**src/common/fe_cfg.svh**
```systemverilog
// Front end build parameters, shared by RTL and testbench
// Cache and store sizes must be powers of two; the PC is byte addressed, the words are 32 bit
`ifndef FE_CFG_SVH
`define FE_CFG_SVH

// Data and address width
`define FE_WORD_W       32

// PC after reset
`define FE_RESET_VECTOR 32'h0000_0000

// One word per cache line, direct mapped
`define FE_CACHE_LINES  8

// Miss detection to line write, in cycles
`define FE_FILL_CYCLES  3

// Instruction store depth in words
`define FE_ROM_WORDS    64

// Opcode class 0, all other fields zero
`define FE_NOP          32'h0000_0000

`endif

```
**src/sim/program.hex**
```
// One 32-bit instruction word per line in hex, starting at word address 0
// Opcode in bits 31:26; words past the last line read as NOP
04221805
0885FFF0
0CC70010
110907FC
154B8000
00000000
FC21ABCD
04A63C2A
08E87FFF
0D2A8001
116B6123
1400FFFC
18431234
07FFFFFF
0BFFFFFF
00000001
0C010004
13E007FF
80000000
04000000
08420001
1421FFF8

```
**src/common/fe_pkg.sv**
```systemverilog
// Types for the fetch and decode path
// The opcode sits in bits 31:26 in both instruction formats
`default_nettype none

`include "fe_cfg.svh"

package fe_pkg;

    typedef logic [`FE_WORD_W-1:0] word_t;  // PCs and instruction words

    typedef enum logic [5:0] {
        OP_NOP    = 6'h00,
        OP_ALU_R  = 6'h01,  // rc = ra op rb
        OP_ALU_I  = 6'h02,  // rc = ra op imm
        OP_LOAD   = 6'h03,  // rc = mem[ra + imm]
        OP_STORE  = 6'h04,  // mem[ra + func] = rb
        OP_BRANCH = 6'h05   // Compare ra, rc; offset in imm
    } opcode_e;

    // Register format
    typedef struct packed {
        logic [5:0]  opcode;
        logic [4:0]  ra;
        logic [4:0]  rb;
        logic [4:0]  rc;
        logic [10:0] func;  // ALU function, or store offset
    } r_fmt_t;

    // Immediate format
    typedef struct packed {
        logic [5:0]  opcode;
        logic [4:0]  ra;
        logic [4:0]  rc;
        logic [15:0] imm;
    } i_fmt_t;

    // One fetched word, two views
    typedef union packed {
        r_fmt_t r;
        i_fmt_t i;
    } insn_u;

    typedef struct packed {
        logic  valid;
        word_t pc;
        word_t insn;
    } if_id_t;

    // Driven by the later stages
    typedef struct packed {
        logic  flush;
        word_t new_pc;
        logic  br_taken;
        word_t br_addr;
    } redirect_t;

    typedef struct packed {
        logic       valid;
        word_t      pc;
        opcode_e    opcode;
        logic [4:0] rs1;
        logic [4:0] rs2;
        logic [4:0] rd;
        word_t      imm;      // Sign-extended
        logic       use_imm;
        logic       illegal;
    } id_ctrl_t;

endpackage

`default_nettype wire

```
**src/decode/insn_decode.sv**
```systemverilog
// ID stage register with field decode
// ALU register and store use the register format, other opcodes the immediate format
`timescale 1ns/1ns
`default_nettype none

`include "fe_cfg.svh"

module insn_decode (
    input  logic             clk,
    input  logic             arst_n,
    input  logic             stall,
    input  fe_pkg::if_id_t   if_id,
    output fe_pkg::id_ctrl_t id_out
);

    import fe_pkg::*;

    insn_u    fmt;   // Fetched word, both views
    id_ctrl_t ctrl;  // Next ID contents

    assign fmt = if_id.insn;

    always_comb begin
        ctrl         = '0;
        ctrl.valid   = if_id.valid;
        ctrl.pc      = if_id.pc;
        ctrl.opcode  = opcode_e'(fmt.r.opcode);  // Same bits in both formats
        ctrl.rs1     = fmt.r.ra;
        case (fmt.r.opcode)
            OP_ALU_R, OP_STORE: begin
                ctrl.rs2     = fmt.r.rb;
                ctrl.rd      = fmt.r.rc;
                ctrl.imm     = {{(`FE_WORD_W-11){fmt.r.func[10]}}, fmt.r.func};
                ctrl.use_imm = (fmt.r.opcode == OP_STORE);  // Store offset in func
            end
            OP_NOP, OP_ALU_I, OP_LOAD, OP_BRANCH: begin
                ctrl.rs2     = '0;
                ctrl.rd      = fmt.i.rc;
                ctrl.imm     = {{(`FE_WORD_W-16){fmt.i.imm[15]}}, fmt.i.imm};
                ctrl.use_imm = 1'b1;
            end
            default: begin
                ctrl.rs2     = '0;
                ctrl.rd      = fmt.i.rc;  // Immediate view
                ctrl.imm     = {{(`FE_WORD_W-16){fmt.i.imm[15]}}, fmt.i.imm};
                ctrl.use_imm = 1'b1;
                ctrl.illegal = 1'b1;      // Unknown opcode class
            end
        endcase
    end

    always_ff @(posedge clk or negedge arst_n) begin
        if (!arst_n) begin
            id_out         <= '0;
            id_out.opcode  <= OP_NOP;
        end else if (!stall) begin
            id_out <= ctrl;  // Valid follows IF/ID
        end
    end

    // Later stages trust opcode when illegal is clear
    a_illegal_flag: assert property (
        @(posedge clk) disable iff (!arst_n)
        id_out.valid && !(id_out.opcode inside {OP_NOP, OP_ALU_R, OP_ALU_I,
                                                OP_LOAD, OP_STORE, OP_BRANCH})
            |-> id_out.illegal
    ) else $error("unknown opcode %h without illegal", id_out.opcode);

endmodule

`default_nettype wire

```
**src/fetch/fetch_reg.sv**
```systemverilog
// Program counter and IF/ID register
// Redirects are taken only on an edge with rdy high and stall low
`timescale 1ns/1ns
`default_nettype none

`include "fe_cfg.svh"

module fetch_reg (
    input  logic             clk,
    input  logic             arst_n,
    input  logic             rdy,       // Cache hit on fetch_pc
    input  logic             stall,     // Hold from later stages
    input  fe_pkg::redirect_t redirect,
    input  fe_pkg::word_t    insn,      // Word at fetch_pc, valid with rdy
    output fe_pkg::word_t    fetch_pc,
    output fe_pkg::if_id_t   if_id
);

    import fe_pkg::*;

    logic advance;  // Pipeline may move this cycle

    assign advance = rdy && !stall;

    always_ff @(posedge clk or negedge arst_n) begin
        if (!arst_n) begin
            fetch_pc    <= `FE_RESET_VECTOR;
            if_id.valid <= 1'b0;
            if_id.pc    <= '0;
            if_id.insn  <= `FE_NOP;
        end else if (advance) begin
            if (redirect.flush) begin
                fetch_pc    <= redirect.new_pc;  // Flush wins over branch
                if_id.valid <= 1'b0;
                if_id.insn  <= `FE_NOP;
            end else if (redirect.br_taken) begin
                fetch_pc    <= redirect.br_addr;
                if_id.valid <= 1'b0;             // Word in flight dropped
                if_id.insn  <= `FE_NOP;
            end else begin
                if_id.valid <= 1'b1;
                if_id.pc    <= fetch_pc;
                if_id.insn  <= insn;
                fetch_pc    <= fetch_pc + word_t'(4);  // Next sequential word
            end
        end
    end

    // Misaligned targets would break the cache index
    a_pc_aligned: assert property (
        @(posedge clk) disable iff (!arst_n)
        fetch_pc[1:0] == 2'b00
    ) else $error("fetch_pc not word aligned: %h", fetch_pc);

    // Decode relies on IF/ID holding through a stall
    a_hold_on_stall: assert property (
        @(posedge clk) disable iff (!arst_n)
        stall |=> $stable(if_id)
    ) else $error("if_id changed under stall");

endmodule

`default_nettype wire

```
**src/fetch/insn_cache.sv**
```systemverilog
// Direct-mapped, one word per line, read only
// Hit is combinational; a miss takes FE_FILL_CYCLES + 1 cycles, one fill at a time
`timescale 1ns/1ns
`default_nettype none

`include "fe_cfg.svh"

module insn_cache (
    input  logic          clk,
    input  logic          arst_n,
    input  fe_pkg::word_t addr,      // Fetch address
    output logic          rdy,       // Tag hit
    output fe_pkg::word_t insn,
    output logic          rom_req,   // One-cycle fill request
    output fe_pkg::word_t rom_addr,
    input  fe_pkg::word_t rom_data   // Valid one cycle after rom_req
);

    import fe_pkg::*;

    localparam int IDX_W = $clog2(`FE_CACHE_LINES);
    localparam int TAG_W = `FE_WORD_W - IDX_W - 2;    // Byte offset bits dropped
    localparam int CNT_W = $clog2(`FE_FILL_CYCLES + 1);

    logic [TAG_W-1:0]      tag_q  [`FE_CACHE_LINES];
    word_t                 data_q [`FE_CACHE_LINES];
    logic [`FE_CACHE_LINES-1:0] valid_q;

    logic [IDX_W-1:0] idx;
    logic [TAG_W-1:0] tag;
    logic             hit;

    logic             busy_q;      // Fill in flight
    logic [CNT_W-1:0] cnt_q;       // Cycles since request
    word_t            fill_addr_q; // Line being filled
    logic             fill_done;
    logic [IDX_W-1:0] fill_idx;

    assign idx = addr[2 +: IDX_W];
    assign tag = addr[`FE_WORD_W-1 -: TAG_W];
    assign hit = valid_q[idx] && (tag_q[idx] == tag);

    assign rdy  = hit;
    assign insn = hit ? data_q[idx] : `FE_NOP;  // No X into IF/ID on a miss

    assign rom_req  = !hit && !busy_q;
    assign rom_addr = addr;

    assign fill_done = busy_q && (cnt_q == CNT_W'(`FE_FILL_CYCLES));
    assign fill_idx  = fill_addr_q[2 +: IDX_W];

    // Fill sequencing and line valid bits
    always_ff @(posedge clk or negedge arst_n) begin
        if (!arst_n) begin
            busy_q  <= 1'b0;
            cnt_q   <= '0;
            valid_q <= '0;
        end else if (rom_req) begin
            busy_q <= 1'b1;
            cnt_q  <= CNT_W'(1);
        end else if (fill_done) begin
            busy_q            <= 1'b0;
            cnt_q             <= '0;
            valid_q[fill_idx] <= 1'b1;  // Next lookup hits
        end else if (busy_q) begin
            cnt_q <= cnt_q + CNT_W'(1);
        end
    end

    // Tag and data arrays
    always_ff @(posedge clk) begin
        if (rom_req) begin
            fill_addr_q <= addr;
        end
        if (fill_done) begin
            tag_q[fill_idx]  <= fill_addr_q[`FE_WORD_W-1 -: TAG_W];
            data_q[fill_idx] <= rom_data;  // Store holds its output until next req
        end
    end

    // A request is followed by a full fill window without another one
    a_one_fill: assert property (
        @(posedge clk) disable iff (!arst_n)
        rom_req |=> !rom_req [*`FE_FILL_CYCLES]
    ) else $error("rom_req during fill");

endmodule

`default_nettype wire

```
**src/rtl/front_end.sv**
```systemverilog
// Fetch and decode front end of the core
// stall and redirect come as levels from the later stages, no handshake
`timescale 1ns/1ns
`default_nettype none

`include "fe_cfg.svh"

module front_end (
    input  logic              clk,
    input  logic              arst_n,
    input  logic              stall,
    input  fe_pkg::redirect_t redirect,
    output fe_pkg::id_ctrl_t  id_out,
    output fe_pkg::word_t     fetch_pc,
    output logic              rdy
);

    import fe_pkg::*;

    word_t  cache_insn;  // Word at fetch_pc on a hit
    logic   rom_req;
    word_t  rom_addr;
    word_t  rom_data;
    if_id_t if_id;

    fetch_reg u_fetch_reg (
        .clk      (clk),
        .arst_n   (arst_n),
        .rdy      (rdy),
        .stall    (stall),
        .redirect (redirect),
        .insn     (cache_insn),
        .fetch_pc (fetch_pc),
        .if_id    (if_id)
    );

    insn_cache u_insn_cache (
        .clk      (clk),
        .arst_n   (arst_n),
        .addr     (fetch_pc),
        .rdy      (rdy),
        .insn     (cache_insn),
        .rom_req  (rom_req),
        .rom_addr (rom_addr),
        .rom_data (rom_data)
    );

    insn_rom u_insn_rom (
        .clk  (clk),
        .req  (rom_req),
        .addr (rom_addr),
        .data (rom_data)
    );

    insn_decode u_insn_decode (
        .clk    (clk),
        .arst_n (arst_n),
        .stall  (stall),
        .if_id  (if_id),
        .id_out (id_out)
    );

endmodule

`default_nettype wire

```
**src/rtl/insn_rom.sv**
```systemverilog
// Read-only instruction store, loaded from sim/program.hex at elaboration
// Output updates only on req and holds otherwise; words past the image read as NOP
`timescale 1ns/1ns
`default_nettype none

`include "fe_cfg.svh"

module insn_rom (
    input  logic          clk,
    input  logic          req,   // Read strobe
    input  fe_pkg::word_t addr,  // Byte address
    output fe_pkg::word_t data   // Valid the cycle after req
);

    import fe_pkg::*;

    localparam int AW = $clog2(`FE_ROM_WORDS);

    word_t mem [`FE_ROM_WORDS];

    logic [`FE_WORD_W-3:0] word_idx;
    logic                  in_range;

    initial begin
        for (int i = 0; i < `FE_ROM_WORDS; i++) begin
            mem[i] = `FE_NOP;  // Image may be shorter than the store
        end
        $readmemh("/design/src/sim/program.hex", mem);
    end

    assign word_idx = addr[`FE_WORD_W-1:2];
    assign in_range = word_idx < (`FE_WORD_W-2)'(`FE_ROM_WORDS);

    always_ff @(posedge clk) begin
        if (req) begin
            data <= in_range ? mem[word_idx[AW-1:0]] : `FE_NOP;
        end
    end

endmodule

`default_nettype wire

```
**config.mk**
```make
export PLATFORM = sky130hd
export DESIGN_NAME = front_end
export DESIGN_NICKNAME = d
export VERILOG_FILES = /design/src/common/fe_pkg.sv /design/src/decode/insn_decode.sv /design/src/fetch/fetch_reg.sv /design/src/fetch/insn_cache.sv /design/src/rtl/front_end.sv /design/src/rtl/insn_rom.sv
export VERILOG_INCLUDE_DIRS = /design/src /design/src/common
export SDC_FILE = /design/constraint.sdc
export NUM_CORES = 1
export LEC_CHECK = 0
export ABC_CLOCK_PERIOD_IN_PS = 6600
export BUFFER_PORTS_ARGS = -buffer_cell sky130_fd_sc_hd__buf_2
export CELL_PAD_IN_SITES_DETAIL_PLACEMENT = 0
export CELL_PAD_IN_SITES_GLOBAL_PLACEMENT = 1
export CORE_MARGIN = 2
export CORE_UTILIZATION = 35
export CTS_CLUSTER_SIZE = 24
export DETAILED_ROUTE_END_ITERATION = 12
export PLACE_DENSITY = 0.59
export SYNTH_ARGS = -nofsm -noshare
export SYNTH_HDL_FRONTEND = slang
export SYNTH_HIERARCHICAL = 1
export SYNTH_SLANG_ARGS = --single-unit
export TNS_END_PERCENT = 30
```
**constraint.sdc**
```tcl
create_clock -name clk -period 6.6 [get_ports clk]
set_input_delay 0.99 -clock clk [delete_from_list [all_inputs] [get_ports clk]]
set_output_delay 0.99 -clock clk [all_outputs]
set_load 0.02 [all_outputs]
```
Word-level counts from Yosys, hierarchy flattened
Memory sizes are Yosys's and may differ from the RTL's.
Cells that the tools add are included.
{"block": "op_classes", "magnitude_cmp": 4, "muxes": 20, "n_eq_ne": 7, "addsub": 2, "n_reduce_logical": 15, "bitwise_logic": 4}
{"op": "$mux 32", "count": 5}
{"op": "$mux 43", "count": 1}
{"op": "$add 32x3->32 const B", "count": 1}
{"op": "$lt 30x7->1 const B", "count": 1}
{"op": "$eq 27x27->1", "count": 1}
{"op": "$eq 6x2->1 const B", "count": 2}
{"op": "$eq 6x3->1 const B", "count": 2}
{"op": "$mux 1", "count": 9}
{"op": "$lt 3x4->1 const B", "count": 2}
{"op": "$or 8x8->8", "count": 1}
{"op": "$eq 6x1->1 const B", "count": 1}
{"op": "$logic_not 6->1", "count": 1}
{"op": "$mux 2", "count": 3}
{"op": "$reduce_or 6->1", "count": 1}
{"op": "$logic_and 1x1->1", "count": 5}
{"op": "$bmux 1 s3", "count": 1}
{"op": "$demux 1 s3", "count": 1}
{"op": "$ge 3x1->1 const B", "count": 1}
{"op": "$logic_not 1->1", "count": 3}
{"op": "$not 1->1", "count": 3}
{"op": "$reduce_and 3->1", "count": 1}
{"op": "$reduce_bool 3->1", "count": 1}
{"op": "$add 2x1->2 const B", "count": 1}
{"op": "$eq 2x2->1 const B", "count": 1}
{"op": "3 further kinds", "count": 3}
{"block": "word_totals", "output_inout_bits": 121, "n_memories": 2, "word_cells": 72, "ff_bits": 260, "mem_bits_rw": 472}
{"name": "u_insn_cache.data_q", "depth": 8, "word_bits": 32, "read_ports": 1, "rd_ports_with_merged_regs": 0, "write_ports": 1, "line": "insn_cache.sv:26", "source": "word_t data_q [`FE_CACHE_LINES];"}
{"name": "u_insn_cache.tag_q", "depth": 8, "word_bits": 27, "read_ports": 1, "rd_ports_with_merged_regs": 0, "write_ports": 1, "line": "insn_cache.sv:25", "source": "logic [TAG_W-1:0] tag_q [`FE_CACHE_LINES];"}

Logic depth before layout (Yosys ltp)
Gate-level depths: netlist of run 1.
{"block": "logic_depth", "word_depth": 7, "ltp_mapped": 19, "mapped_depth_nobuf": 11}

Modules after synthesis
Netlist of run 1, hierarchy kept.
{"mod": "insn_cache", "cells_per_inst": 891, "n_inst": 1, "area_each_um2": 20005.4}
{"mod": "fetch_reg", "cells_per_inst": 497, "n_inst": 1, "area_each_um2": 4828.4}
{"mod": "insn_decode", "cells_per_inst": 204, "n_inst": 1, "area_each_um2": 2942.8}
{"mod": "insn_rom", "cells_per_inst": 33, "n_inst": 1, "area_each_um2": 244.0}

Worst setup path after synthesis of run 1
Ideal clock, no wire load.
{"block": "synth_path", "path_kind": "flip-flop to flip-flop", "startpoint": "reg u_insn_cache.cnt_q[0]", "endpoint": "reg u_insn_cache.valid_q[0]", "arrival_ns": 5.414, "path_stages_with_launch": 6, "setup_time_ns": 0.090, "path_slack_ns": 1.097, "required_time_ns": 6.510, "period_less_slack_ns": 5.503, "cell_sequence": "dfrtp_1 > ha_1 > nand2_1 > or2_2 > nor3_1 > or2_2"}
{"block": "synth_between", "elab_chain_len": 3}
{"element": "from (decl)", "line": "insn_cache.sv:34", "source": "logic [CNT_W-1:0] cnt_q;"}
{"element": "from (signal assigned)", "line": "insn_cache.sv:66", "source": "cnt_q <= cnt_q + CNT_W'(1);"}
{"element": "$eq 2x2->1", "line": "insn_cache.sv:49", "source": "assign fill_done = busy_q && (cnt_q == CNT_W'(`FE_FILL_CYCLES));"}
{"element": "$logic_and 1x1->1", "line": "insn_cache.sv:49"}
{"element": "$reduce_and 2->1 (no source line)"}
{"element": "to (signal assigned)", "line": "insn_cache.sv:57", "source": "valid_q <= '0;"}
{"element": "to (signal, indexed assignment)", "line": "insn_cache.sv:64", "source": "valid_q[fill_idx] <= 1'b1;"}
{"element": "to (decl)", "line": "insn_cache.sv:27", "source": "logic [`FE_CACHE_LINES-1:0] valid_q;"}
Every way passes these cells.
A chain may end at the register's enable or synchronous reset.

Final worst setup path of run 1
{"block": "layout_path", "startpoint": "reg u_fetch_reg.fetch_pc[2]", "endpoint": "out rdy"}
{"block": "layout_between", "elab_chain_len": 3}
{"element": "from (decl)", "line": "fetch_reg.sv:15", "source": "output fe_pkg::word_t fetch_pc,"}
{"element": "from (signal assigned)", "line": "fetch_reg.sv:27", "source": "fetch_pc <= `FE_RESET_VECTOR;"}
{"element": "from (signal assigned)", "line": "fetch_reg.sv:33", "source": "fetch_pc <= redirect.new_pc;"}
{"element": "from (signal assigned)", "line": "fetch_reg.sv:37", "source": "fetch_pc <= redirect.br_addr;"}
{"element": "$mem_v2 8x27 / $bmux 1 s3 (equally long branches)"}
{"element": "$eq 27x27->1 / $mux 1 (equally long branches)", "line": "insn_cache.sv:41", "source": "assign hit = valid_q[idx] && (tag_q[idx] == tag);"}
{"element": "$logic_and 1x1->1 *", "line": "insn_cache.sv:41"}
{"element": "to (decl)", "line": "front_end.sv:15", "source": "output logic rdy"}
Mark *: on every way between the ends. The rest lies on a longest branch, timed or not. The select of a mux whose other input is x is not followed.

==> results.txt, run 1 <==
Worst Setup End Kind: output pin
CP Cell Sequence: buf_4, mux4_2, mux2i_1, xor2_1, nand4_1, or4_4, inv_2, buf_2
Die H: 286 um
Number of gates resized after CTS: 0
Die area: 81600 um2
Synth warn: 6
DR vias/cell: 5.19
Maximum clock path buffer count: 3
Clock slew at reported path FFs: 0.06 ns
Final hold vios: 0
Die Wd: 286 um
Crit path DAT: 4.17 ns
Top Layer Used: met4
Crit path buffers/inverters: 3
# fillers: 7110
P&R area growth vs syn: 15.8%
Top delay family on crit path: buffers and inverters
Crit path max fanout: 30
Gr usage total: 0.168
Nets@finish: 1863
Setup violations, final: 0
Startpoint types: flip-flop
Leak pwr: 11.2 nW
Post-cts hold buffer count: 0
Initial antenna violation count: 2
DRT iter0 DRCs: 1284
Routed len/inst: 23.6 um
Transition time of the tightest slew-check pin: 1.20 ns
Clk Latency, worst-skew pair: 0.62 ns
Clock Sink Count: 682
Largest net degree at the start of global routing: 126
Drt drc: 0
Fraction of layout cells with a size suffix above 1: 0.302
Wl on met1: 30.7 mm
Number of port buffers: 189
Detailed route wirelength on metal2: 32.2 mm
CORE AREA: 78700 um2
PwrDens: 277 nW/um2
Worst Setup Path Type: reg -> out
VDD IR max: 0.000173 V
Max-cap violations: 0
Starting Density: 0.353
Post-route ant nets: 0
DRT Pass-1 Iters: 7
Final min period: 5.16 ns
FP Rows: 103
Syn Std Cell Area: 27800 um2
Total routed wirelength: 68.3 mm
Final setup TNS: 0 ns
Worst EP required: 5.61 ns
Period utilization: 0.782
Gpl congestion: 0.762
Root Buffer: clkbuf_16
RSZ-0062 raised after global routing: no
Register area: 19600 um2
Post-Synthesis Cells: 1593
# IOs: 190
Clk_skew: 0.0227 ns
Vias after detailed routing: 15034
Total grt overflow: 0
First-pass GRT wire length: 103 mm
CP max stage delay: 0.79 ns
Met3 WL: 3.82 mm
Reg2Reg Depth: 11
Fin. max-slew vios: 0
Hold WC Path Type: in -> async
Vias in the first global route: 15654
Max Clock Freq: 194 MHz
Crit path depth: 8
Area occupied by multi-input gates: 7460 um2
Dpl ws: 1.75 ns
Slowest cell on crit path: dfrtp_4
Setup bufs post-CTS: 0
Worst setup margin: 1.44 ns
Antenna diodes: 0
CTS tree: built
Synth Area per Inst: 17.4 um2
TritonCTS Buffers: 72
H-tree levels: 3
Slew HR: 0.195
Dpl hpwl: 39.9 mm
Status: completed
path summary, 6_finish.rpt:
check                                                end                     from  slack (ns)
worst min-delay path            u_fetch_reg/fetch_pc[26]                   arst_n        0.34
worst min register to register   u_insn_cache/valid_q[7]  u_insn_cache/valid_q[7]        0.47
max in group asynchronous        u_insn_cache/valid_q[1]                   arst_n        5.05
min in group clk                 u_insn_cache/valid_q[7]  u_insn_cache/valid_q[7]        0.47
worst max-delay path                                 rdy  u_fetch_reg/fetch_pc[2]        1.44
worst max register to register     u_fetch_reg/if_id[18]  u_fetch_reg/fetch_pc[2]        1.76
cell type report:
class	instances	area share
multi-input combinational	792	0.232
sequential	682	0.609
timing repair buffer	233	0.0412
clock buffer	92	0.0599
tap	1050	0.0408
clock inverter	39	0.0159
inverter	11	0.00128
worst register-to-register path, cell delays in order, from the launching register on:
cell	delay, ns
dfrtp_4	0.79
buf_4	0.63
mux4_2	0.59
mux2i_1	0.32
xor2_1	0.23
nand4_1	0.12
or4_4	0.55
inv_2	0.11
nand2b_2	0.39
nor2_4	0.52
buf_12	0.29
a22o_1	0.23
flip-flops by register name (all words and copies together), names as in the netlist:
name / count
u_insn_cache/tag_q: 216
u_insn_decode/id_out: 72
u_insn_cache/busy_q: 1
u_insn_cache/cnt_q: 2
u_fetch_reg/fetch_pc: 32
u_fetch_reg/if_id: 65
u_insn_cache/data_q: 256
u_insn_cache/valid_q: 8
u_insn_cache/fill_addr_q: 30
cells in the final DEF (no fill, tap or decap), types with 10 or more instances in the layout:
cell       instances
bufinv_16         11
buf_2            187
nor2_4            32
clkbuf_16         73
nor2_1            23
o21ai_0           46
clkbuf_1          16
nand2_1          119
a221o_1           14
conb_1            32
nor2b_1           11
clkinv_1          16
mux2i_1           80
buf_4             42
nand3_1           14
or2_2             10
dfrtp_1          177
mux2_2            54
a21oi_1           15
nand4_1           10
mux4_2           103
xnor2_1           21
edfxtp_1         502
inv_1             10
a22o_1            44
a22oi_1           21
routing by layer:
metal | global-route usage | vias up
met3 | 0.0277 | 94
li1 | - | 6573
met5 | 0 | -
met1 | 0.235 | 7904
met4 | 0.0538 | 0
met2 | 0.269 | 463
through the flow:
step                area (um2)  power, mW  cells  utilization  hold slack (ns)
finish                   32200       8.90   2899        0.409            0.342
global route             32200       9.18   2899        0.409            0.363
CTS                      32200       9.00   2899        0.409            0.334
detailed placement       29700       4.79   2768        0.378            0.455
global placement         29700       4.79   2768        0.378            0.446
floorplan                27900       4.74   1624            -            0.434
power by group:
group	internal (mW)	switching (mW)
Combinational	0.0339	0.0856
Sequential	4.58	0.000174
Clock	2.51	1.68
Total	7.13	1.77
(Power assumes the default switching activity.)
==> run 2: changes to the inputs <==
--- a/config.mk
+++ b/config.mk
@@ -6,7 +6,7 @@
 export SDC_FILE = /design/constraint.sdc
 export NUM_CORES = 1
 export LEC_CHECK = 0
-export ABC_CLOCK_PERIOD_IN_PS = 6600
+export ABC_CLOCK_PERIOD_IN_PS = 4300
 export BUFFER_PORTS_ARGS = -buffer_cell sky130_fd_sc_hd__buf_2
 export CELL_PAD_IN_SITES_DETAIL_PLACEMENT = 0
 export CELL_PAD_IN_SITES_GLOBAL_PLACEMENT = 1
@@ -14,7 +14,7 @@
 export CORE_UTILIZATION = 35
 export CTS_CLUSTER_SIZE = 24
 export DETAILED_ROUTE_END_ITERATION = 12
-export PLACE_DENSITY = 0.59
+export PLACE_DENSITY = 0.62
 export SYNTH_ARGS = -nofsm -noshare
 export SYNTH_HDL_FRONTEND = slang
 export SYNTH_HIERARCHICAL = 1
==> constraint.sdc (replaced) <==
create_clock -name clk -period 4.3 [get_ports clk]
set_input_delay 0.645 -clock clk [delete_from_list [all_inputs] [get_ports clk]]
set_output_delay 0.645 -clock clk [all_outputs]
set_load 0.02 [all_outputs]
==> results.txt, run 2 (synthesis gave the netlist of run 1 again) <==
Fraction of layout cells with a size suffix above 1: 0.319 (was 0.302)
Final setup TNS: 0 ns (unchanged)
Starting Density: 0.353 (unchanged)
Total routed wirelength: 69.3 mm (was 68.3 mm)
Gr usage total: 0.170 (was 0.168)
CP max stage delay: 0.59 ns (was 0.79 ns)
Routed len/inst: 23.6 um (about the same)
H-tree levels: 3 (unchanged)
Total grt overflow: 0 (unchanged)
First-pass GRT wire length: 103 mm (about the same)
DR vias/cell: 5.19 (about the same)
Worst Setup Path Type: reg -> out (unchanged)
Nets@finish: 1897 (was 1863)
Slew HR: 0.273 (was 0.195)
Design area: 32500 um2 (was 32200 um2)
Clock power share: 0.464 (was 0.471)
Max-cap violations: 0 (unchanged)
Commonest non-fill, non-tap cells in the layout: edfxtp_1, buf_2, dfrtp_1, nand2_1, mux4_2 (unchanged)
CP Cell Sequence: buf_12, mux4_1, mux2i_1, xnor2_1, nor2_1, nand4_1, or4_4, inv_2, buf_2 (was buf_4, mux4_2, mux2i_1, xor2_1, nand4_1, or4_4, inv_2, buf_2)
Die H: 286 um (unchanged)
Drt drc: 0 (unchanged)
Largest reg by FF count: u_insn_cache/data_q (unchanged)
Clk Latency, worst-skew pair: 0.61 ns (was 0.62 ns)
Initial antenna violation count: 5 (was 2)
FP Rows: 103 (unchanged)
Root Buffer: clkbuf_16 (unchanged)
Die area: 81600 um2 (unchanged)
Worst Setup End Kind: output pin (unchanged)
CORE AREA: 78700 um2 (unchanged)
Largest net degree at the start of global routing: 98 (was 126)
Leak pwr: 11.4 nW (was 11.2 nW)
Startpoint types: flip-flop (unchanged)
VDD IR max: 0.000234 V (was 0.000173 V)
Largest register FFs: 256 (unchanged)
DRT iter0 DRCs: 1511 (was 1284)
Post-route ant nets: 0 (unchanged)
Maximum clock path buffer count: 3 (unchanged)
Finished Layout Cells: 2931 (was 2899)
Clk_skew: 0.0286 ns (was 0.0227 ns)
PwrDens: 415 nW/um2 (was 277 nW/um2)
Area after DPL: 30100 um2 (was 29700 um2)
Transition time of the tightest slew-check pin: 1.09 ns (was 1.20 ns)
Largest registers: u_insn_cache/data_q: 256 flops, u_insn_cache/tag_q: 216 flops, u_insn_decode/id_out: 72 flops (unchanged)
Clock slew at reported path FFs: 0.06 ns (about the same)
Dpl cells: 2797 (was 2768)
Max Clock Freq: 235 MHz
RSZ-0062 raised after global routing: no (unchanged)
Seq pwr share: 0.522 (was 0.515)
Final min period: 4.25 ns
DRT Pass-1 Iters: 5 (was 7)
Psw: 2.65 mW (was 1.77 mW)
Crit path max fanout: 30 (unchanged)
P&R area growth vs syn: 17.0% (was 15.8%)
Status: completed (unchanged)
# IOs: 190 (unchanged)
Worst hold slack: 0.0891 ns (was 0.342 ns)
Final hold vios: 0 (unchanged)
Reg2Reg Depth: 12 (was 11)
Clock Sink Count: 682 (unchanged)
Internal: 10.8 mW (was 7.13 mW)
Final core utilization: 0.413 (was 0.409)
Vias in the first global route: 15435 (was 15654)
Most common cell after layout, fill and taps aside: edfxtp_1 (unchanged)
Dpl hpwl: 42.3 mm (was 39.9 mm)
Antenna diodes: 0 (unchanged)
Setup violations, final: 0 (unchanged)
Sw frac: 0.197 (was 0.199)
TritonCTS Buffers: 75 (was 72)
Fin. max-slew vios: 0 (unchanged)
Vias after detailed routing: 15202 (was 15034)
Period utilization: 0.988
Gpl congestion: 0.785 (was 0.762)
Crit path DAT: 3.60 ns (was 4.17 ns)
CTS tree: built (unchanged)
Logic pwr share: 0.014 (was 0.013)
Worst EP required: 3.65 ns (was 5.61 ns)
Hold WC Path Type: in -> async (unchanged)
Slowest cell on crit path: dfrtp_4 (unchanged)
Die Wd: 286 um (unchanged)
Number of port buffers: 189 (unchanged)
-- run 2: cell count changes in the layout (fill, tap and decap cells not counted), moves of 2 or more --
cell	delta
buf_12	+9
buf_4	+21
bufinv_16	-5
clkbuf_1	-5
clkbuf_16	+4
clkbuf_8	+4
clkinv_1	-2
clkinv_2	+8
clkinv_8	-2
-- run 2: repair_timing --
action / 4_1_cts / 5_1_grt
buffers inserted: 1 / 1
endpoints found under the setup margin: 1 / 1
hold buffers: 0 / 0
resized for setup: 2 / 0
-- run 2: metal layers --
| metal | vias to the layer above | routed length (um) | global-route usage | part of all wire |
|---|---|---|---|---|
| li1 | 6651 | - | - | - |
| met3 | 78 | 4890 | 0.0293 | 0.070 |
| met1 | 7935 | 31600 | 0.250 | 0.46 |
| met5 | - | 0 | 0 | 0 |
| met4 | 0 | 1110 | 0.0425 | 0.016 |
| met2 | 538 | 31700 | 0.263 | 0.46 |
-- run 2: power groups by stage --
| stage | Sequential, mW | Combinational, mW | Clock, mW |
|---|---|---|---|
| 3_3_place_gp | 7.17 | 0.184 | 0 |
| 5_1_grt | 7.03 | 0.214 | 6.71 |
| 6_report | 7.04 | 0.191 | 6.26 |
| 3_5_place_dp | 7.17 | 0.185 | 0 |
| 4_1_cts | 7.04 | 0.186 | 6.42 |
| 2_1_floorplan | 7.17 | 0.104 | 0 |
-- run 2: area by class of cell --
type | instances | area (um2)
clock buffer | 95 | 2060
clock inverter | 37 | 337
fill | 7043 | 46200
inverter | 11 | 41.3
multi-input combinational | 792 | 7480
sequential | 682 | 19600
tap | 1050 | 1310
timing repair buffer | 264 | 1680
-- run 2: critical path, delay by kind of cell, from the launching register on --
family	cells	cell delay, ns
xor gates and xnor gates	1	0.21
buffers and inverters	3	0.59
DFF	1	0.59
muxes	2	0.73
and+or+nand+nor	3	0.83
-- run 2: worst paths after layout --
kind / start / end / slack [ns]
setup reg to reg: u_fetch_reg/fetch_pc[4] / u_fetch_reg/fetch_pc[28] / 0.30
hold / removal: arst_n / u_insn_decode/id_out[84] / 0.09
min in group clk: redirect[33] / u_fetch_reg/fetch_pc[0] / 0.29
hold reg to reg: u_insn_cache/valid_q[5] / u_insn_cache/valid_q[5] / 0.46
setup / recovery: u_fetch_reg/fetch_pc[4] / rdy / 0.05
max in group asynchronous: arst_n / u_fetch_reg/if_id[17] / 3.11
-- run 2: stage by stage --
stage | setup WS, ns | power (mW)
2_1_floorplan | -0.980 | 7.28
3_3_place_gp | 0.252 | 7.36
3_5_place_dp | 0.168 | 7.36
4_1_cts | 0.0905 | 13.6
5_1_grt | 0.00282 | 14.0
6_report | 0.0532 | 13.5
